**src/mct_pkg.sv**
```systemverilog
`default_nettype none

package mct_pkg;

  // bus widths
  localparam int ADDR_W = 32;
  localparam int WORD_W = 32;
  localparam int BYTE_W = 8;

  typedef logic [ADDR_W-1:0] addr_t;
  typedef logic [WORD_W-1:0] word_t;
  typedef logic [BYTE_W-1:0] byte_t;

  // value is the index of the last byte of the transfer
  typedef enum logic [1:0] {
    SZ_BYTE = 2'd0,
    SZ_HALF = 2'd1,
    SZ_WORD = 2'd3
  } mem_size_e;

  typedef enum logic [1:0] {
    REQ_FETCH = 2'd0,
    REQ_LOAD  = 2'd1,
    REQ_STORE = 2'd2
  } req_kind_e;

  // one decoded request, 68 bits
  typedef struct packed {
    req_kind_e kind;
    addr_t     addr;
    word_t     wdata;
    mem_size_e size;
  } mem_req_t;

  // --------------------------------------------------
  // instruction cache geometry
  localparam int ICACHE_IDX_W   = 8;
  localparam int ICACHE_TAG_W   = 7;
  localparam int ICACHE_LINES   = 1 << ICACHE_IDX_W;
  localparam int ICACHE_IDX_LSB = 2;
  localparam int ICACHE_TAG_LSB = ICACHE_IDX_LSB + ICACHE_IDX_W;

  typedef logic [ICACHE_IDX_W-1:0] icache_idx_t;
  typedef logic [ICACHE_TAG_W-1:0] icache_tag_t;

  // index from address bits 9 to 2
  function automatic icache_idx_t icache_idx(input addr_t addr);
    return addr[ICACHE_IDX_LSB +: ICACHE_IDX_W];
  endfunction

  // tag from address bits 16 to 10
  function automatic icache_tag_t icache_tag(input addr_t addr);
    return addr[ICACHE_TAG_LSB +: ICACHE_TAG_W];
  endfunction

  // --------------------------------------------------
  // byte sequencer states
  typedef enum logic [1:0] {
    SEQ_IDLE = 2'd0,
    SEQ_XFER = 2'd1,
    SEQ_LAST = 2'd2
  } seq_state_e;

endpackage

`default_nettype wire

```
**src/mct_req_decode.sv**
```systemverilog
`timescale 1ns/1ps
`default_nettype none

module mct_req_decode import mct_pkg::*; (
  input  logic        clk,
  input  logic        rst,
  input  logic        if_e_i,
  input  addr_t       if_a_i,
  input  logic        mm_e_i,
  input  addr_t       mm_a_i,
  input  logic        mm_wr_i,
  input  mem_size_e   mm_size_i,
  input  word_t       mm_n_i,
  input  logic        busy_i,
  input  logic        done_i,
  input  logic        hit_i,
  input  word_t       hit_word_i,
  output icache_idx_t look_idx_o,
  output icache_tag_t look_tag_o,
  output logic        start_o,
  output mem_req_t    req_o,
  output logic        hit_o,
  output word_t       hit_word_o
);

  logic     wait_q;
  logic     accept;
  logic     take_data;
  logic     take_hit;
  mem_req_t req_d;

  // cache probe always follows the fetch port
  assign look_idx_o = icache_idx(if_a_i);
  assign look_tag_o = icache_tag(if_a_i);

  // one request in flight, nothing new while an ok pulse is showing
  assign accept    = !wait_q && !busy_i && !done_i && (mm_e_i || if_e_i);
  assign take_data = mm_e_i;
  assign take_hit  = !take_data && hit_i;

  // data port wins over fetch
  always_comb begin
    if (take_data) begin
      req_d.kind  = mm_wr_i ? REQ_STORE : REQ_LOAD;
      req_d.addr  = mm_a_i;
      req_d.wdata = mm_n_i;
      req_d.size  = mm_size_i;
    end else begin
      req_d.kind  = REQ_FETCH;
      req_d.addr  = if_a_i;
      req_d.wdata = '0;
      req_d.size  = SZ_WORD;
    end
  end

  always_ff @(posedge clk) begin
    if (rst) begin
      wait_q  <= 1'b0;
      start_o <= 1'b0;
      hit_o   <= 1'b0;
    end else begin
      start_o <= accept && !take_hit;
      hit_o   <= accept && take_hit;
      if (accept) begin
        wait_q <= 1'b1;
      end else if (done_i) begin
        wait_q <= 1'b0;
      end
    end
  end

  // request and cached word held for the downstream blocks
  always_ff @(posedge clk) begin
    if (accept) begin
      req_o      <= req_d;
      hit_word_o <= hit_word_i;
    end
  end

endmodule

`default_nettype wire

```
**config.mk**
```make
export PLATFORM = sky130hd
export DESIGN_NAME = mct_req_decode
export DESIGN_NICKNAME = d
export VERILOG_FILES = /design/src/mct_pkg.sv /design/src/mct_req_decode.sv
export SDC_FILE = /design/constraint.sdc
export NUM_CORES = 1
export LEC_CHECK = 0
export BUFFER_PORTS_ARGS = -buffer_cell sky130_fd_sc_hd__buf_2
export CAP_MARGIN = 10
export CORE_AREA = 2 2 100 102
export DETAILED_ROUTE_END_ITERATION = 10
export DIE_AREA = 0 0 102 104
export PLACE_DENSITY = 0.79
export SLEW_MARGIN = 20
export SYNTH_ARGS = -nofsm -noshare
export SYNTH_HDL_FRONTEND = slang
export SYNTH_SLANG_ARGS = --single-unit
export TNS_END_PERCENT = 30
```
**constraint.sdc**
```tcl
create_clock -name clk -period 16.9 [get_ports clk]
set_clock_uncertainty 0.15 [all_clocks]
set_input_delay 2.535 -clock clk [delete_from_list [all_inputs] [get_ports clk]]
set_output_delay 2.535 -clock clk [all_outputs]
set_load 0.01 [all_outputs]
```
Word-level counts from Yosys, hierarchy flattened
Index checks and enable logic that the tools add are counted. Widths: inputs -> output; s select.

Flip-flop bits (word level): 103. Bits of input ports: 138. Output and inout port bits: 117. Word-level logic and storage cells: 25.

Muxes and demuxes: 4. Reductions and logical operators: 13.

Operators by type and width (count): $mux 66 (1); $logic_and 1x1->1 (6); $logic_not 1->1 (5); $mux 1 (2); $mux 2 (1); $reduce_bool 2->1 (1); $logic_or 1x1->1 (1).

Logic depth before layout (Yosys ltp)
Depth in word-level cells: 5. Gate-level depth with buffers: 4. Mapped depth without buffers: 2.

Least setup slack after synthesis
Ideal clock, no wire load.

Path kind: in2reg. Start point: in mm_e_i. End point: reg hit_word_o[0] (enable). Library setup time: 0.681 ns. Arrival time: 9.628 ns. Required time: 16.069 ns. Path slack: 6.441 ns. Cell stages on the path: 4. Path buffers: 2. Cells stage by stage: buf_6 > buf_12 > o21bai_4 > nor3_1.

Cells in the longest elaborated chain, start to end: 2.

Ends and longest elaborated chain: start, declared (line mct_req_decode.sv:9) `input logic mm_e_i,`; $logic_or 1x1->1 (line mct_req_decode.sv:37) `assign accept = !wait_q && !busy_i && !done_i && (mm_e_i || if_e_i);`; $logic_and 1x1->1 (line mct_req_decode.sv:37); via accept (line mct_req_decode.sv:27) `logic accept;`; end signal, assigned (line mct_req_decode.sv:76) `hit_word_o <= hit_word_i;`; end, declared (line mct_req_decode.sv:23) `output word_t hit_word_o`.

The timed path passes the listed nets, and every way through them passes these cells. A chain may end at the register's enable or synchronous reset.

Worst setup path in the final report
Start point: in if_a_i[5]. End point: out look_idx_o[3].

RTL lines: start, declared (line mct_req_decode.sv:8) `input addr_t if_a_i,`; end, declared (line mct_req_decode.sv:18) `output icache_idx_t look_idx_o,`.

No word-level cell between the ends.

==> impl_metrics.tcl <==
set metrics [dict create \
    netlist_instances 202 \
    routed_via_density 4.46 \
    std_cell_rows 36 \
    ir_drop_mv 0.0350 \
    synth.distinct_cells 19 \
    max_freq_mhz 183 \
    yosysWarnings 0 \
    cellLeakagePower_uw 0.00231 \
    synth_compound_area_share_pct 0.607 \
    yosys.area_share.adder_pct 0 \
    ys_seq_area_share_pct 78.2 \
    htree_levels 3 \
    layout_min_cycle_time_ps 5460 \
    cp_data_arrival_time_ps 2770 \
    drc 0 \
    grt_max_degree 71 \
    worstPathCellList "buf_2 -> buf_2" \
    portBuffers 254 \
    cts_tree "built" \
    ctsResizeCount 0 \
    endpoint_kind "primary output" \
    dp.cells 569 \
    cp_max_fo 2 \
    drv_cap 0 \
    grt_pass1_wl_mm 12.3 \
    setup_ws_ps 11440 \
    finalSetupTns_ps 0 \
    place_hpwl_mm 6.39 \
    whs_ps 389 \
    synthXorXnorAreaFrac_pct 0 \
    synth_top_area_share_pct 76.7 \
    min_path_cells 2 \
    clk_pin_slew_ps 90 \
    worst_pin_slew_ps 736 \
    numCtsBuffers 9 \
    report.final.slew_viol_count 0 \
    post_cts_buffers 0 \
    io_pins 255 \
    clockRootBuffer "clkbuf_8" \
    cp_common_cell "buf_2" \
    critPathTopFamily "buffers and inverters" \
    gp_congestion 0.763 \
    setup_violations 0 \
    timing.reg2reg.setup_slack_ps 15140 \
    grt_pass1_vias 2611 \
    avgSynthCellArea_um2 19.4 \
    worstRegToRegCells 2 \
    slew-limit-headroom_pct 50.9 \
    ant_nets 0 \
    ctsHoldBuffers 0 \
    n_fill_cell 798 \
    synthTopCellsByArea "edfxtp_1 77%, mux2_2 9.2%, and2_1 5.3%" \
    clock_sinks 103 \
    max-clock-path-buffers 2 \
    total_power_uw 479 \
    hold_path.class "reg2reg" \
    hp-start "wait_q" \
    wl_mm 8.44 \
    grt.total_usage_pct 15.1 \
    die_area_um2 10600 \
    wire_per_inst_um 14.4 \
    required_ps 14220 \
    r2r-end "req_o[4]" \
    reg2reg_from "wait_q" \
    synth_top_family_by_area "multiplexers" \
    initial_core_util_pct 41.0 \
    area_growth_pct 36.8 \
    final_cells 585 \
    clock_latency_ps 350 \
    drt_pass1_iterations 4 \
    synth_area_um2 3920 \
    slowest_stage "buf_2" \
    first_iter_violations 86 \
    antenna_found_initial 0 \
    path_class "in2out" \
    postSynthRegisterBits 103 \
    critPathBufInv 2 \
    min_period_over_period_pct 32.3 \
    yosysTopAreaCell "edfxtp_1" \
    synth_simple_gate_area_share_pct 7.12 \
    grt-ovfl-total 0 \
    layout-drive-gt1-share_pct 68.1 \
    synth_mux_area_share_pct 9.20 \
    max_stage_delay_ps 130 \
    vias 2608 \
    n_antenna_cell 0 \
    die_h_um 104 \
    status "finished clean" \
    rsz0062_at_grt "no" \
    place_ws_ps 11440 \
    nNetsFinal 585 \
    synth_nets 340 \
    hold_viol_final 0 \
    powerDensity_nw_per_um2 89.3 \
    die_w_um 102 \
    core_um2 9550 \
    critPathLaunchType "input port" \
    worstHoldEndpoint "wait_q" \
]
==> routing by layer <==
| metal | global-route usage, % | routed length (um) | vias to the layer above |
|---|---|---|---|
| met3 | 4.44 | 832 | 17 |
| li1 | - | - | 1220 |
| met2 | 26.9 | 4500 | 154 |
| met1 | 16.1 | 2920 | 1217 |
| met5 | 0 | 0 | - |
| met4 | 7.14 | 195 | 0 |
==> flip-flops by register name, summed over array words and instances (netlist names) <==
name        count
req_o          68
hit_o           1
start_o         1
wait_q          1
hit_word_o     32
==> cell usage after synthesis, drive strengths merged <==
cell type,count
a21oi,1
nor2b,1
or2,1
buf,21
dfxtp,3
nor4,1
mux2,32
and2,33
nor4b,1
edfxtp,100
inv,1
nor3,1
o21bai,1
clkbuf,2
nand2b,3
==> stage by stage <==
stage	cell area, um^2	util [%]
after CTS	5360	56.1
final	5360	56.1
after global routing	5360	56.1
after floorplan	3920	-
after detailed placement	5190	54.4
after global placement	5190	54.4
==> power by group <==
group,internal [uW],switching [uW]
Clock,53.2,79.0
Combinational,26.8,24.9
Sequential,293,2.32
Total,373,106
==> cell usage in the layout (no fill, tap or decap), types with 3 or more instances in the layout <==
cell / netlist / routed
and2_1: 33 / 33
clkbuf_8: 0 / 9
nand2b_1: 3 / 3
buf_2: 1 / 254
clkinv_2: 0 / 3
edfxtp_1: 100 / 100
mux2_2: 32 / 32
buf_4: 16 / 3
dfxtp_1: 3 / 3
==> worst max-delay path by stage <==
stage / from / to / slack [ps] / cells past startpoint
3_3_place_gp: if_a_i[14] / look_tag_o[4] / 11440 / 2
5_1_grt: if_a_i[5] / look_idx_o[3] / 11430 / 2
6_report: if_a_i[5] / look_idx_o[3] / 11440 / 2
3_5_place_dp: if_a_i[5] / look_idx_o[3] / 11440 / 2
4_1_cts: if_a_i[11] / look_tag_o[1] / 11440 / 2
2_1_floorplan: mm_e_i / hit_word_o[0] / 6440 / 4
==> layout make-up <==
class / instances / area (um^2) / area share (%)
well taps: 133 / 166 / 3.11
clock buffers: 10 / 128 / 2.38
repair buffers: 257 / 1290 / 24.1
multi-input cells: 75 / 668 / 12.5
clock inverters: 6 / 36.3 / 0.677
inverters: 1 / 3.75 / 0.0700
flip-flops and latches: 103 / 3060 / 57.2
==> cells by family (layout without fill, tap and decap cells) <==
| logic type | count (synthesis) | count (layout) |
|---|---|---|
| flip-flops | 103 | 103 |
| multiplexers | 32 | 32 |
| buffers and inverters | 24 | 274 |
| AO/OA/AOI/OAI | 2 | 2 |
| AND/OR/NAND/NOR | 41 | 41 |
Power figures use the tool's default switching activity.
