### config.mk
export PLATFORM = sky130hd
export DESIGN_NAME = mct_word_assemble
export DESIGN_NICKNAME = d
export VERILOG_FILES = /design/src/mct_pkg.sv /design/src/mct_word_assemble.sv
export SDC_FILE = /design/constraint.sdc
export NUM_CORES = 1
export LEC_CHECK = 0
export BUFFER_PORTS_ARGS = -buffer_cell sky130_fd_sc_hd__buf_2
export CAP_MARGIN = 10
export CORE_UTILIZATION = 51
export CTS_CLUSTER_SIZE = 12
export DETAILED_ROUTE_END_ITERATION = 10
export PLACE_DENSITY_LB_ADDON = 0.08
export REMOVE_ABC_BUFFERS = 1
export SLEW_MARGIN = 20
export SYNTH_ARGS = -nofsm -noshare
export SYNTH_HDL_FRONTEND = slang
export SYNTH_SLANG_ARGS = --single-unit
export TNS_END_PERCENT = 100
### constraint.sdc
create_clock -name clk -period 6.12 [get_ports clk]
set_input_delay 0.612 -clock clk [delete_from_list [all_inputs] [get_ports clk]]
set_output_delay 0.612 -clock clk [all_outputs]
set_load 0.01 [all_outputs]
### src/mct_pkg.sv
`default_nettype none

package mct_pkg;

  // bus widths
  localparam int ADDR_W = 32;
  localparam int WORD_W = 32;
  localparam int BYTE_W = 8;

  typedef logic [ADDR_W-1:0] addr_t;
  typedef logic [WORD_W-1:0] word_t;
  typedef logic [BYTE_W-1:0] byte_t;

  // value is the index of the last byte of the transfer
  typedef enum logic [1:0] {
    SZ_BYTE = 2'd0,
    SZ_HALF = 2'd1,
    SZ_WORD = 2'd3
  } mem_size_e;

  typedef enum logic [1:0] {
    REQ_FETCH = 2'd0,
    REQ_LOAD  = 2'd1,
    REQ_STORE = 2'd2
  } req_kind_e;

  // one decoded request, 68 bits
  typedef struct packed {
    req_kind_e kind;
    addr_t     addr;
    word_t     wdata;
    mem_size_e size;
  } mem_req_t;

  // --------------------------------------------------
  // instruction cache geometry
  localparam int ICACHE_IDX_W   = 8;
  localparam int ICACHE_TAG_W   = 7;
  localparam int ICACHE_LINES   = 1 << ICACHE_IDX_W;
  localparam int ICACHE_IDX_LSB = 2;
  localparam int ICACHE_TAG_LSB = ICACHE_IDX_LSB + ICACHE_IDX_W;

  typedef logic [ICACHE_IDX_W-1:0] icache_idx_t;
  typedef logic [ICACHE_TAG_W-1:0] icache_tag_t;

  // index from address bits 9 to 2
  function automatic icache_idx_t icache_idx(input addr_t addr);
    return addr[ICACHE_IDX_LSB +: ICACHE_IDX_W];
  endfunction

  // tag from address bits 16 to 10
  function automatic icache_tag_t icache_tag(input addr_t addr);
    return addr[ICACHE_TAG_LSB +: ICACHE_TAG_W];
  endfunction

  // --------------------------------------------------
  // byte sequencer states
  typedef enum logic [1:0] {
    SEQ_IDLE = 2'd0,
    SEQ_XFER = 2'd1,
    SEQ_LAST = 2'd2
  } seq_state_e;

endpackage

`default_nettype wire

### src/mct_word_assemble.sv
`timescale 1ns/1ps
`default_nettype none

module mct_word_assemble import mct_pkg::*; (
  input  logic        clk,
  input  logic        rst,
  input  logic        cap_i,
  input  logic [1:0]  cap_lane_i,
  input  req_kind_e   cap_kind_i,
  input  addr_t       cap_addr_i,
  input  logic        finish_i,
  input  logic        hit_i,
  input  word_t       hit_word_i,
  input  byte_t       ram_d_i,
  output logic        fill_o,
  output icache_idx_t fill_idx_o,
  output icache_tag_t fill_tag_o,
  output word_t       fill_word_o,
  output logic        if_ok_o,
  output word_t       if_n_o,
  output logic        cache_hit_o,
  output logic        mm_ok_o,
  output word_t       mm_n_o
);

  word_t word_q;
  word_t word_d;
  addr_t fetch_addr_q;
  logic  first_byte;
  logic  fin_fetch;
  logic  fin_data;

  assign first_byte = cap_i && (cap_lane_i == 2'd0);

  // incoming byte merged into its lane, lane 0 starts a cleared word
  always_comb begin
    word_d = first_byte ? '0 : word_q;
    if (cap_i) begin
      word_d[cap_lane_i*BYTE_W +: BYTE_W] = ram_d_i;
    end
  end

  assign fin_fetch = finish_i && (cap_kind_i == REQ_FETCH);
  assign fin_data  = finish_i && (cap_kind_i != REQ_FETCH);

  // fill leaves with the last byte so the line is valid alongside if_ok_o
  assign fill_o      = fin_fetch;
  assign fill_idx_o  = icache_idx(fetch_addr_q);
  assign fill_tag_o  = icache_tag(fetch_addr_q);
  assign fill_word_o = word_d;

  always_ff @(posedge clk) begin
    if (cap_i) begin
      word_q <= word_d;
    end
    if (first_byte && cap_kind_i == REQ_FETCH) begin
      fetch_addr_q <= cap_addr_i;
    end
  end

  // --------------------------------------------------
  // completion pulses
  always_ff @(posedge clk) begin
    if (rst) begin
      if_ok_o     <= 1'b0;
      mm_ok_o     <= 1'b0;
      cache_hit_o <= 1'b0;
    end else begin
      if_ok_o <= hit_i || fin_fetch;
      mm_ok_o <= fin_data;
      if (hit_i) begin
        cache_hit_o <= 1'b1;
      end else if (fin_fetch) begin
        cache_hit_o <= 1'b0;
      end
    end
  end

  // result words
  always_ff @(posedge clk) begin
    if (hit_i) begin
      if_n_o <= hit_word_i;
    end else if (fin_fetch) begin
      if_n_o <= word_d;
    end
    if (fin_data && cap_kind_i == REQ_LOAD) begin
      mm_n_o <= word_d;
    end
  end

endmodule

`default_nettype wire

# Yosys cells after proc, flatten, opt, wreduce, memory -nomap -nowiden
# Index checks and enable logic that the tools add are counted.
# Widths: inputs -> output; s select.
[op_classes] addsub=1 mul=0 div=0 n_lt_le_gt_ge=0 eq_ne=1 n_shift=2 muxes=7 bitwise=0 n_reduce_logical=10
[ops] op="$mux 32" n=4
[ops] op="$neg 5->34" n=1
[ops] op="$shift 8x34->32 const A" n=1
[ops] op="$shiftx 8x34->32" n=1
[ops] op="$bwmux 32" n=1
[ops] op="$logic_and 1x1->1" n=5
[ops] op="$logic_not 2->1" n=2
[ops] op="$reduce_bool 2->1" n=2
[ops] op="$eq 2x1->1 const B" n=1
[ops] op="$mux 1" n=2
[ops] op="$logic_or 1x1->1" n=1
[totals] reg_bits=116 latch_bits=0 ramBits=0 rom_bits=0 output_inout_bits=115 memories=0

# Depth between registers and ports, before layout
[depth] word_depth=7 ltp_mapped=7

# Least setup slack after synthesis
# OpenSTA, ideal clock, no wires.
[synth_timing] path_kind="input-to-reg" from="in cap_lane_i[0]" to="reg fetch_addr_q[10], enable pin" setup_time_ps=406 arrival_time_ps=2200 required_time_ps=5714 path_slack_ps=3514 cell_stages=5 path_buffers=1 cell_sequence="inv_1 ha_1 buf_4 nand2_1 nor3_1"
[synth_via] elab_chain_cells=3
[synth_rtl] element="start: declaration" line="mct_word_assemble.sv:8" rtl="input logic [1:0] cap_lane_i,"
[synth_rtl] element="$logic_not 2->1" line="mct_word_assemble.sv:33" rtl="assign first_byte = cap_i && (cap_lane_i == 2'd0);"
[synth_rtl] element="$logic_and 1x1->1" line="mct_word_assemble.sv:33"
[synth_rtl] element="$logic_and 1x1->1" line="mct_word_assemble.sv:56" rtl="if (first_byte && cap_kind_i == REQ_FETCH) begin"
[synth_rtl] element="end signal: assignment" line="mct_word_assemble.sv:57" rtl="fetch_addr_q <= cap_addr_i;"
[synth_rtl] element="end: declaration" line="mct_word_assemble.sv:28" rtl="addr_t fetch_addr_q;"
# No other way between the ends.
# A chain may end at the register's enable or synchronous reset.

# Worst setup path after layout
[layout_timing] from="in cap_lane_i[0]" to="out fill_word_o[4]"
[layout_via] elab_chain_cells=5
[layout_rtl] element="parallel branches: the longest is 4 deep, another holds $neg 5->34"
[layout_rtl] element="$mux 32 (*)" line="mct_word_assemble.sv:38" rtl="if (cap_i) begin"
[layout_rtl] element="end: declaration" line="mct_word_assemble.sv:18" rtl="output word_t fill_word_o,"
# Mark *: on every way between the ends.

==> reports/metrics.cfg <==
[global_routing]
grt_usage_pct = 22.42
met1_usage_pct = 28.53
use_met3_pct = 7.899
grt_pass1_wl_mm = 14.63
busiest_layer = met2
grt_pass1_vias = 2798
grt_overflow_total = 0
use_met2_pct = 34.88
antenna_found_initial = 0
grt_max_degree = 53

[sta]
fin_skew_ps = 6.449
rsz0062_at_grt = no
tns_ps = 0
finalCriticalPeriod_ps = 3288
timing_hold_violations_final = 0
setup_viol = 0
slew_headroom_pct = 30.22
max_slew.worst_pin.slew_ps = 1041
maxSlewViolCount = 0
whs_ps = 275.7
fmax_ghz = 0.3041
finalCritPeriodShare_pct = 53.73

[power]
p_comb_share_pct = 9.2
clkPwrFrac_pct = 47.2
switchingPower_uw = 472.5
p_leak_uw = 0.002520
switching_share_pct = 22.19
power_frac_seq_pct = 43.6
p_int_uw = 1657
ir_drop_uv = 280.4
power_density_mw_per_mm2 = 350.9

[placed_design]
gp_congestion = 0.7504
hpwl_mm = 6.657
portBuffers = 178

[synthesis]
ys_types = 29
ys_warn_count = 0
netlist_area_mm2 = 0.004503
synth_top_area_cell = edfxtp_1
syn_inst = 246
yosys.area.top_type_share_pct = 74.02
synth_area_leaders = edfxtp_1 74%, mux2_2 5.0%, a32o_1 4.0%
ys_seq_area_share_pct = 75.35
ys_seq_elements = 114
avgSynthCellArea_um2 = 18.31

[worst_setup_path]
r2r_slack_ps = 4840
cp_data_arrival_time_ps = 2680
ff2ff_path_depth = 3
crit_fanout = 12
critPathMaxStageDelay_ps = 550
crit_path_start_kind = input port
critPathRequiredTime_ps = 5510
endpoint_kind = output pin
path_cells = buf_2, inv_1, ha_1, and2_1, and3_1, a22o_1, buf_2
critPathSlowestCell = and3_1
crit_top_cell = buf_2
critPathKind = in -> out
r2r_start = word_q[3]
r2r_end = if_n_o[3]

[final_layout]
antennaDiodeCount = 0
area_growth_pct = 34.79
drive_above_1_share_pct = 52.48
finalNetCount = 517

[clock_network]
cts_buffers = 17
clockBufferDepth = 2
cts_resized = 0
htree_levels = 4
clock_latency_ps = 510
clk_pin_slew_ps = 60
numClockSinks = 114
clockRootBuffer = clkbuf_8
cts_tree = done
cts_setup_buffers = 0
cts_hold_buf = 0

[floorplan]
io_pins = 196
die-width_um = 95.97
core_mm2 = 0.008382
die_h_um = 95.97
dieArea_mm2 = 0.009209
start_util_pct = 53.72
row_count = 33

[worst_hold_path]
hold_class = in -> reg
whs_path_depth = 1
hold_path_end = fetch_addr_q[11]
min_from = cap_addr_i[11]

[drt]
totalWireLength_mm = 10.08
viasPerCell = 5.546
firstDrtPassIters = 4
wl_per_cell_um = 18.37
route.vias.total = 3045
ant_nets = 0
drc = 0
first_iter_violations = 144

[outcome]
status = complete, no violations

[run]
drv_cap = 0

## cells by family (layout without fill, tap and decap cells)
| group | count (synthesis) | count (layout) | synth area share [%] |
|---|---|---|---|
| DFF | 114 | 114 | 75.35 |
| AOI/OAI and AO/OA | 51 | 51 | 10.39 |
| and+or+nand+nor | 40 | 40 | 5.918 |
| muxes | 20 | 20 | 5.001 |
| buffers and inverters | 16 | 214 | 1.945 |
| adders and majority gates | 5 | 5 | 1.389 |
## per-stage QoR
step,setup slack (ps),total power (uW),instance area [um^2],instances,util (%)
finish,2832,2130,6070,549,72.41
global route,2683,2188,6070,549,72.41
floorplan,3470,1041,4427,233,-
global placement,2920,1134,5465,517,65.20
CTS,2848,2140,6070,549,72.41
detailed placement,2835,1141,5465,517,65.20
## registers in the layout, indices dropped and copies added (netlist names)
name and flops:
if_ok_o 1, if_n_o 32, fetch_addr_q 15, mm_n_o 32, word_q 32, cache_hit_o 1, mm_ok_o 1
## cell usage after synthesis (all sizes together)
library cell,count
a21boi,2
a21oi,1
a221o,12
a22o,12
a32o,18
a41o,2
and2,3
and3,1
and3b,3
and4b,1
buf,12
clkbuf,1
dfxtp,3
edfxtp,111
ha,5
inv,3
mux2,20
nand2,1
nand2b,1
nor2,4
nor2b,11
nor3,1
nor3b,13
o21a,1
o21ai,3
or3b,1
## how the worst max path moves through the flow
stage / slack [ps] / startpoint / to / depth (start not counted)
floorplan: 3470 / cap_lane_i[0] / fetch_addr_q[10] / 4
global placement: 2920 / cap_lane_i[0] / fill_word_o[4] / 7
detailed placement: 2830 / cap_lane_i[0] / fill_word_o[4] / 7
CTS: 2850 / cap_lane_i[0] / fill_word_o[4] / 7
global route: 2680 / cap_lane_i[0] / fill_word_o[0] / 7
finish: 2830 / cap_lane_i[0] / fill_word_o[4] / 7
## metal layers
metal | wire [um] | vias to the layer above
met2 | 4879 | 146
li1 | - | 1404
met5 | 0 | -
met4 | 124 | 0
met3 | 824 | 10
met1 | 4254 | 1485
## placed cells by master, fill, tap and decap left out, types with 2 or more instances in the layout
cell        Yosys  routed
dfxtp_1         3       3
clkinv_2        0       3
bufinv_16       0       4
a41o_1          2       2
a221o_1        12      12
a22o_1         12      12
nor3b_1        13      13
clkinvlp_4      0       4
inv_1           3       3
and2_1          3       3
clkbuf_16       0      16
ha_1            5       5
clkinv_1        0       2
a21boi_0        2       2
edfxtp_1      111     111
buf_2           7     178
a32o_1         18      18
and3b_1         3       2
mux2_2         20      20
nor2_1          4       4
o21ai_1         3       3
nor2b_1        11      11
## power by group through the flow
stage | Clock [uW] | Combinational (uW) | Sequential [uW]
floorplan | 0 | 81.3 | 960
CTS | 1010 | 198 | 929
global route | 1040 | 214 | 933
global placement | 0 | 192 | 942
detailed placement | 0 | 197 | 944
finish | 1000 | 196 | 929
## worst max-delay path: cells and delay by family
family          cells  cell delay (ps)
buf+inv             3              420
simple gates        2              970
compound gates      1              280
fa+ha+maj           1              380
## area by class of cell
class,count,area [um^2]
inverter,3,11.26
sequential,114,3393
multi-input combinational,116,1031
clock inverter,15,190.2
fill,585,2312
clock buffer,17,414.1
timing repair buffer,179,898.4
tap,105,131.4
(Power assumes the default switching activity.)
