<file path="config.mk">
export PLATFORM = sky130hd
export DESIGN_NAME = mct_byte_seq
export DESIGN_NICKNAME = d
export VERILOG_FILES = /design/src/mct_pkg.sv /design/src/mct_byte_seq.sv
export SDC_FILE = /design/constraint.sdc
export NUM_CORES = 1
export LEC_CHECK = 0
export ABC_AREA = 1
export BUFFER_PORTS_ARGS = -buffer_cell sky130_fd_sc_hd__clkbuf_2
export CAP_MARGIN = 40
export CELL_PAD_IN_SITES_DETAIL_PLACEMENT = 0
export CELL_PAD_IN_SITES_GLOBAL_PLACEMENT = 2
export CORE_ASPECT_RATIO = 2
export CORE_MARGIN = 2
export CORE_UTILIZATION = 30
export CTS_CLUSTER_DIAMETER = 200
export DETAILED_ROUTE_END_ITERATION = 12
export GPL_TIMING_DRIVEN = 0
export PLACE_DENSITY_LB_ADDON = 0.1
export SYNTH_ARGS = -nofsm -noshare
export SYNTH_HDL_FRONTEND = slang
export SYNTH_SLANG_ARGS = --single-unit
</file>
<file path="constraint.sdc">
create_clock -name clk -period 2.4 [get_ports clk]
set_input_delay 0.48 -clock clk [delete_from_list [all_inputs] [get_ports clk]]
set_output_delay 0.48 -clock clk [all_outputs]
set_load 0.01 [all_outputs]
</file>
<file path="src/mct_pkg.sv">
`default_nettype none

package mct_pkg;

  // bus widths
  localparam int ADDR_W = 32;
  localparam int WORD_W = 32;
  localparam int BYTE_W = 8;

  typedef logic [ADDR_W-1:0] addr_t;
  typedef logic [WORD_W-1:0] word_t;
  typedef logic [BYTE_W-1:0] byte_t;

  // value is the index of the last byte of the transfer
  typedef enum logic [1:0] {
    SZ_BYTE = 2'd0,
    SZ_HALF = 2'd1,
    SZ_WORD = 2'd3
  } mem_size_e;

  typedef enum logic [1:0] {
    REQ_FETCH = 2'd0,
    REQ_LOAD  = 2'd1,
    REQ_STORE = 2'd2
  } req_kind_e;

  // one decoded request, 68 bits
  typedef struct packed {
    req_kind_e kind;
    addr_t     addr;
    word_t     wdata;
    mem_size_e size;
  } mem_req_t;

  // --------------------------------------------------
  // instruction cache geometry
  localparam int ICACHE_IDX_W   = 8;
  localparam int ICACHE_TAG_W   = 7;
  localparam int ICACHE_LINES   = 1 << ICACHE_IDX_W;
  localparam int ICACHE_IDX_LSB = 2;
  localparam int ICACHE_TAG_LSB = ICACHE_IDX_LSB + ICACHE_IDX_W;

  typedef logic [ICACHE_IDX_W-1:0] icache_idx_t;
  typedef logic [ICACHE_TAG_W-1:0] icache_tag_t;

  // index from address bits 9 to 2
  function automatic icache_idx_t icache_idx(input addr_t addr);
    return addr[ICACHE_IDX_LSB +: ICACHE_IDX_W];
  endfunction

  // tag from address bits 16 to 10
  function automatic icache_tag_t icache_tag(input addr_t addr);
    return addr[ICACHE_TAG_LSB +: ICACHE_TAG_W];
  endfunction

  // --------------------------------------------------
  // byte sequencer states
  typedef enum logic [1:0] {
    SEQ_IDLE = 2'd0,
    SEQ_XFER = 2'd1,
    SEQ_LAST = 2'd2
  } seq_state_e;

endpackage

`default_nettype wire

</file>
<file path="src/mct_byte_seq.sv">
`timescale 1ns/1ps
`default_nettype none

module mct_byte_seq import mct_pkg::*; (
  input  logic       clk,
  input  logic       rst,
  input  logic       start_i,
  input  mem_req_t   req_i,
  output logic       busy_o,
  output addr_t      ram_a_o,
  output logic       ram_wr_o,
  output byte_t      ram_d_o,
  output logic       cap_o,
  output logic [1:0] cap_lane_o,
  output req_kind_e  cap_kind_o,
  output addr_t      cap_addr_o,
  output logic       finish_o,
  output logic       inval_o,
  output addr_t      inval_addr_o
);

  seq_state_e state_q;
  seq_state_e state_d;
  mem_req_t   req_q;
  logic [1:0] cnt_q;
  logic [1:0] cnt_nxt;
  req_kind_e  kind_cur;
  logic       reading;

  assign busy_o   = (state_q != SEQ_IDLE);
  assign kind_cur = busy_o ? req_q.kind : req_i.kind;
  assign reading  = (kind_cur != REQ_STORE);
  assign cnt_nxt  = cnt_q + 2'd1;

  // snoop the cache as soon as a store is taken
  assign inval_o      = start_i && !busy_o && (req_i.kind == REQ_STORE);
  assign inval_addr_o = req_i.addr;
  assign cap_addr_o   = req_q.addr;

  always_comb begin
    state_d = state_q;
    case (state_q)
      SEQ_IDLE: begin
        if (start_i) begin
          state_d = (req_i.size == SZ_BYTE) ? SEQ_LAST : SEQ_XFER;
        end
      end
      SEQ_XFER: begin
        if (cnt_nxt == req_q.size) begin
          state_d = SEQ_LAST;
        end
      end
      SEQ_LAST: state_d = SEQ_IDLE;
      default:  state_d = SEQ_IDLE;
    endcase
  end

  // --------------------------------------------------
  // control
  // reads finish one cycle after the last address, stores with it
  always_ff @(posedge clk) begin
    if (rst) begin
      state_q  <= SEQ_IDLE;
      cnt_q    <= 2'd0;
      ram_wr_o <= 1'b0;
      cap_o    <= 1'b0;
      finish_o <= 1'b0;
    end else begin
      state_q  <= state_d;
      cap_o    <= busy_o && reading;
      finish_o <= reading ? (state_q == SEQ_LAST) : (state_d == SEQ_LAST);
      if (!busy_o && start_i) begin
        cnt_q    <= 2'd0;
        ram_wr_o <= (req_i.kind == REQ_STORE);
      end else if (state_q == SEQ_XFER) begin
        cnt_q <= cnt_nxt;
      end else if (state_q == SEQ_LAST) begin
        ram_wr_o <= 1'b0;
      end
    end
  end

  // --------------------------------------------------
  // address, write byte and capture tags
  always_ff @(posedge clk) begin
    cap_lane_o <= cnt_q;
    cap_kind_o <= kind_cur;
    if (!busy_o && start_i) begin
      req_q   <= req_i;
      ram_a_o <= req_i.addr;
      ram_d_o <= req_i.wdata[BYTE_W-1:0];
    end else if (state_q == SEQ_XFER) begin
      ram_a_o <= ram_a_o + addr_t'(1);
      ram_d_o <= req_q.wdata[cnt_nxt*BYTE_W +: BYTE_W];
    end
  end

endmodule

`default_nettype wire

</file>
### Yosys cells after proc, flatten, opt, wreduce, memory -nomap -nowiden

Index checks and enable logic that the tools add are counted.
Widths: inputs -> output; s select.

* bits in registers: 119
* bits of input ports: 71
* output and inout port bits: 113

* add/subtract/negate cells: 2
* eq/ne operators: 7
* shift operators: 1
* multiplexer cells: 13
* reduce and logical (&&, ||, !) cells: 11

Operator list (number)
* $mux 32: 2
* $add 32x1->32 const B: 1
* $shiftx 32x6->8: 1
* $mux 8: 2
* $mux 2: 4
* $eq 2x2->1 const B: 3
* $reduce_bool 2->1: 3
* $logic_not 2->1: 2
* $mux 1: 4
* $ne 2x2->1 const B: 2
* $pmux 2 s2: 1
* $logic_and 1x1->1: 3
* $add 2x1->2 const B: 1
* $eq 2x1->1 const B: 1
* $eq 2x2->1: 1
* $reduce_and 2->1: 1
* $reduce_or 2->1: 1
* $logic_not 1->1: 1

### Logic depth before layout (Yosys ltp)

* word-level depth: 6
* mapped depth: 10
* mapped depth without buffers: 10

### Worst setup path before layout

OpenSTA, ideal clock, no wires.

* kind: input port to flip-flop
* start: input start_i
* end: register ram_a_o[0] (enable)
* arrival time: 1630 ps
* path slack: 239 ps
* stages: 3
* path through: nand2_2 clkbuf_1 nand2_1

* word-level cells in the longest chain between the ends: 2

Ends and longest elaborated chain
* start: declaration: RTL line mct_byte_seq.sv:7 `input logic start_i,`
* $logic_and 1x1->1: RTL line mct_byte_seq.sv:88 `if (!busy_o && start_i) begin`
* $reduce_bool 2->1 (no line)
* end signal: assignment: RTL line mct_byte_seq.sv:90 `ram_a_o <= req_i.addr;`
* end signal: assignment: RTL line mct_byte_seq.sv:93 `ram_a_o <= ram_a_o + addr_t'(1);`
* end: declaration: RTL line mct_byte_seq.sv:10 `output addr_t ram_a_o,`

No other way between the ends.
A chain may end at the register's enable or synchronous reset.

### Worst setup path after layout

* start: register state_q[0]
* end: output inval_o

* word-level cells in the longest chain between the ends: 4

Ends and longest elaborated chain
* start: declaration: RTL line mct_byte_seq.sv:22 `seq_state_e state_q;`
* start signal: assignment: RTL line mct_byte_seq.sv:69 `state_q <= state_d;`
* $reduce_bool 2->1: RTL line mct_byte_seq.sv:30 `assign busy_o = (state_q != SEQ_IDLE);`
* $logic_not 1->1: RTL line mct_byte_seq.sv:36 `assign inval_o = start_i && !busy_o && (req_i.kind == REQ_STORE);`
* $logic_and 1x1->1 (2 in series): RTL line mct_byte_seq.sv:36
* end: declaration: RTL line mct_byte_seq.sv:18 `output logic inval_o,`

No other way between the ends.

==> impl_metrics.prom <==
# TYPE chip_impl_metric gauge
chip_impl_info{name="result_of_the_run",value="completed"} 1
chip_impl_metric{name="p_per_area",unit="mW/mm^2"} 802
chip_impl_metric{name="setup_viol",unit=""} 0
chip_impl_metric{name="drt_iter0_markers",unit=""} 135
chip_impl_metric{name="routability_cong",unit=""} 0.816
chip_impl_metric{name="count_of_placed_standard_cells_in_the_final_layout_fillers_left_out",unit=""} 1069
chip_impl_metric{name="dieHeight",unit="um"} 200
chip_impl_metric{name="num_rows",unit=""} 71
chip_impl_metric{name="postRouteWirelength",unit="mm"} 16.6
chip_impl_info{name="clock_tree_from_tritoncts",value="yes"} 1
chip_impl_metric{name="clk_pin_slew",unit="ns"} 0.06
chip_impl_metric{name="area_growth_syn_to_layout",unit="%"} 31.5
chip_impl_metric{name="timing.max_cap.violations",unit=""} 0
chip_impl_metric{name="synth_edf_count",unit=""} 108
chip_impl_metric{name="gr-usage-all-layers",unit="%"} 17.0
chip_impl_metric{name="synth_nets",unit=""} 670
chip_impl_metric{name="r2r_slack",unit="ns"} 0.32
chip_impl_info{name="ys_dominant_reg_cell",value="sky130_fd_sc_hd__edfxtp_1"} 1
chip_impl_metric{name="static-leakage-power",unit="uW"} 0.00343
chip_impl_metric{name="post-place-cells",unit=""} 1037
chip_impl_metric{name="synth_seq_area_share",unit="%"} 59.8
chip_impl_metric{name="final_layout_size_suffix_gt1_share",unit="%"} 37.5
chip_impl_metric{name="die_width",unit="um"} 102
chip_impl_metric{name="tritoncts.num_buffers",unit=""} 17
chip_impl_metric{name="final_period_minus_worst_setup_slack",unit="ns"} 2.10
chip_impl_metric{name="post-route-util",unit="%"} 40.4
chip_impl_info{name="route.top_layer_used",value="met4"} 1
chip_impl_metric{name="globalRoute.totalOverflow",unit=""} 0
chip_impl_metric{name="synth.distinct_cells",unit=""} 34
chip_impl_metric{name="post-route-drc-count",unit=""} 0
chip_impl_metric{name="cp_data_arrival_time",unit="ns"} 1.62
chip_impl_metric{name="worstPathMaxFanout",unit=""} 10
chip_impl_metric{name="wire_length_of_the_first_global_routing_pass",unit="mm"} 25.6
chip_impl_metric{name="antenna_violations_before_repair",unit=""} 0
chip_impl_metric{name="firstDrtPassIters",unit=""} 4
chip_impl_metric{name="wl_met1",unit="mm"} 5.51
chip_impl_metric{name="detailedPlacementHpwl",unit="mm"} 13.1
chip_impl_metric{name="yosysWarnings",unit=""} 0
chip_impl_info{name="crit_path_start_kind",value="register"} 1
chip_impl_metric{name="ios",unit=""} 184
chip_impl_info{name="worstHoldEndpoint",value="req_q[20]$_DFFE_PP_"} 1
chip_impl_metric{name="r2r.worst_path.cells",unit=""} 5
chip_impl_metric{name="final_min_period_over_clock_period",unit="%"} 87.3
chip_impl_metric{name="worst_slew_pin_slew",unit="ns"} 0.736
chip_impl_metric{name="h_tree_depth",unit=""} 4
chip_impl_metric{name="grt_start_max_net_pins",unit=""} 64
chip_impl_info{name="critPathCaptureType",value="primary output"} 1
chip_impl_metric{name="post_synth_instance_area",unit="mm^2"} 0.00579
chip_impl_metric{name="first_global_vias",unit=""} 4797
chip_impl_metric{name="hold_viol_final",unit=""} 0
chip_impl_metric{name="placeable_core_area",unit="mm^2"} 0.0188
chip_impl_metric{name="tritoncts_num_sinks",unit=""} 119
chip_impl_metric{name="place.port_buffers",unit=""} 182
chip_impl_metric{name="vdd_drop_max",unit="mV"} 0.476
chip_impl_metric{name="vias",unit=""} 4602
chip_impl_metric{name="cp.required",unit="ns"} 1.92
chip_impl_metric{name="final_design_area_no_fill",unit="mm^2"} 0.00761
chip_impl_info{name="synth_top_cells_by_count",value="sky130_fd_sc_hd__nand2_1 (205), sky130_fd_sc_hd__edfxtp_1 (108), sky130_fd_sc_hd__buf_4 (65)"} 1
chip_impl_info{name="hold_path.class",value="in2reg"} 1
chip_impl_metric{name="synthesis.instances",unit=""} 598
chip_impl_metric{name="finalMaxSlewViolations",unit=""} 0
chip_impl_metric{name="post_cts.resized_instances",unit=""} 1
chip_impl_metric{name="wl_met3",unit="um"} 709
chip_impl_metric{name="wl_per_cell",unit="um"} 15.5
chip_impl_metric{name="cts-root-to-sink-buffers",unit=""} 2
chip_impl_metric{name="detail-route-antenna-nets",unit=""} 0
chip_impl_metric{name="final.setup.tns",unit="ns"} 0
chip_impl_metric{name="routed-wl-met2",unit="mm"} 9.95
chip_impl_metric{name="finish.net_count",unit=""} 873
chip_impl_info{name="crit-reg2reg-capture",value="ram_a_o[26]$_DFFE_PP_"} 1
chip_impl_metric{name="antenna_cells",unit=""} 0
chip_impl_metric{name="via_count_normalized_by_instance_count",unit=""} 4.30
chip_impl_metric{name="relSlewSlack",unit="%"} 50.9
chip_impl_metric{name="initial_utilization",unit="%"} 30.7
chip_impl_metric{name="dieArea",unit="mm^2"} 0.0205
chip_impl_metric{name="synth_top_cell_area_share",unit="%"} 56.0
chip_impl_metric{name="ys_async_sr_fraction",unit="%"} 0
chip_impl_metric{name="ctsHoldBuffers",unit=""} 0
chip_impl_metric{name="worstSkewPairLatency",unit="ns"} 0.42
chip_impl_metric{name="post-layout-total-power",unit="uW"} 6110
chip_impl_metric{name="syn_avg_cell_area",unit="um^2"} 9.68
chip_impl_metric{name="ys_ff_latch",unit=""} 119
chip_impl_info{name="clock_tree.root_cell",value="sky130_fd_sc_hd__clkbuf_16"} 1
chip_impl_metric{name="timing.hold.worst_path_depth",unit=""} 1
chip_impl_metric{name="skew",unit="ns"} 0.0101
chip_impl_info{name="timing_worst_setup_path_type",value="reg2out"} 1
chip_impl_info{name="netlist.top_cell.by_area",value="sky130_fd_sc_hd__edfxtp_1"} 1
chip_impl_info{name="rsz_0062_raised_after_global_routing",value="no"} 1
chip_impl_info{name="ys_top_cells_by_area",value="sky130_fd_sc_hd__edfxtp_1 (56%), sky130_fd_sc_hd__nand2_1 (13%), sky130_fd_sc_hd__buf_4 (8.4%)"} 1
chip_impl_info{name="timing.critical_path.from",value="state_q[0]$_SDFF_PP0_"} 1
chip_impl_info{name="worst_r2r_startpoint",value="state_q[0]$_SDFF_PP0_"} 1
chip_impl_metric{name="max_freq",unit="MHz"} 477
chip_impl_metric{name="placed_area",unit="mm^2"} 0.00707
chip_impl_metric{name="post-cts-setup-buffer-count",unit=""} 0
chip_impl_info{name="synthMostInstantiatedCell",value="sky130_fd_sc_hd__nand2_1"} 1
chip_impl_info{name="min-delay-start",value="req_i[20]"} 1
[power by group]
| part | internal [uW] | leakage, uW | switching [uW] |
|---|---|---|---|
| Sequential | 2550 | 0.00114 | 178 |
| Combinational | 408 | 0.00204 | 620 |
| Clock | 1400 | 0.000248 | 941 |
[critical path, cell delays in order (launching register included)]
cell and delay, ns:
sky130_fd_sc_hd__dfxtp_1 0.34, sky130_fd_sc_hd__nor2_4 0.18, sky130_fd_sc_hd__nand2_2 0.19, sky130_fd_sc_hd__nor3b_1 0.31, sky130_fd_sc_hd__clkbuf_2 0.19
[per-stage QoR]
| step | worst slack (ns) | hold slack, ns |
|---|---|---|
| finish | 0.305 | 0.234 |
| global route | 0.168 | 0.219 |
| CTS | 0.253 | 0.216 |
| detailed placement | -0.225 | 0.335 |
| global placement | -1.16 | 0.331 |
| floorplan | 0.239 | 0.326 |
[how the worst max path moves through the flow]
stage,to,slack [ns],cells after the start
2_1_floorplan,ram_a_o[0]$_DFFE_PP_,0.24,3
3_3_place_gp,ram_a_o[26]$_DFFE_PP_,-1.16,4
3_5_place_dp,ram_a_o[25]$_DFFE_PP_,-0.23,5
4_1_cts,ram_a_o[28]$_DFFE_PP_,0.25,5
5_1_grt,ram_a_o[26]$_DFFE_PP_,0.17,5
6_report,inval_o,0.30,4
[sequential cells by signal (all words and copies together) (netlist names), 2 cells and up]
| name | count |
|---|---|
| cap_kind_o | 2 |
| req_q | 36 |
| ram_a_o | 32 |
| cap_lane_o | 2 |
| cap_addr_o | 32 |
| state_q | 2 |
| ram_d_o | 8 |
| cnt_q | 2 |
[layout by cell type (no fill, tap or decap), types with 6 or more instances in the layout]
cell type	instances
sky130_fd_sc_hd__a31oi_1	10
sky130_fd_sc_hd__nor2_1	58
sky130_fd_sc_hd__dfxtp_1	11
sky130_fd_sc_hd__nand3_1	23
sky130_fd_sc_hd__xor2_1	9
sky130_fd_sc_hd__clkbuf_16	17
sky130_fd_sc_hd__a21oi_1	6
sky130_fd_sc_hd__clkbuf_2	183
sky130_fd_sc_hd__buf_2	6
sky130_fd_sc_hd__o21ai_0	18
sky130_fd_sc_hd__nor2_4	6
sky130_fd_sc_hd__edfxtp_1	108
sky130_fd_sc_hd__nand2_1	204
sky130_fd_sc_hd__buf_4	66
sky130_fd_sc_hd__inv_1	32
[area by class of cell]
class | instances | area [um^2]
fillers | 1987 | 11200
flip-flops and latches | 119 | 3460
multi-input cells | 368 | 1660
repair buffers | 184 | 958
plain buffers | 75 | 538
clock buffers | 18 | 429
well taps | 255 | 319
inverters | 36 | 135
clock inverters | 14 | 110
[kinds of logic (layout without fill, tap and decap cells)]
| family | count (synthesis) | count (layout) | share of synthesized area [%] |
|---|---|---|---|
| compound gates | 46 | 46 | 4.47 |
| xor+xnor | 11 | 11 | 1.66 |
| simple gates | 310 | 310 | 22.3 |
| fa+ha+maj | 1 | 1 | 0.216 |
| buf+inv | 111 | 327 | 11.6 |
| flops | 119 | 119 | 59.8 |
[routing by layer]
| layer | vias to the layer above | global-route usage, % |
|---|---|---|
| li1 | 2330 | - |
| met1 | 2132 | 16.0 |
| met2 | 123 | 33.4 |
| met3 | 17 | 3.97 |
| met4 | 0 | 6.62 |
| met5 | - | 0 |
Note: power is estimated with default switching activity, not from simulation.
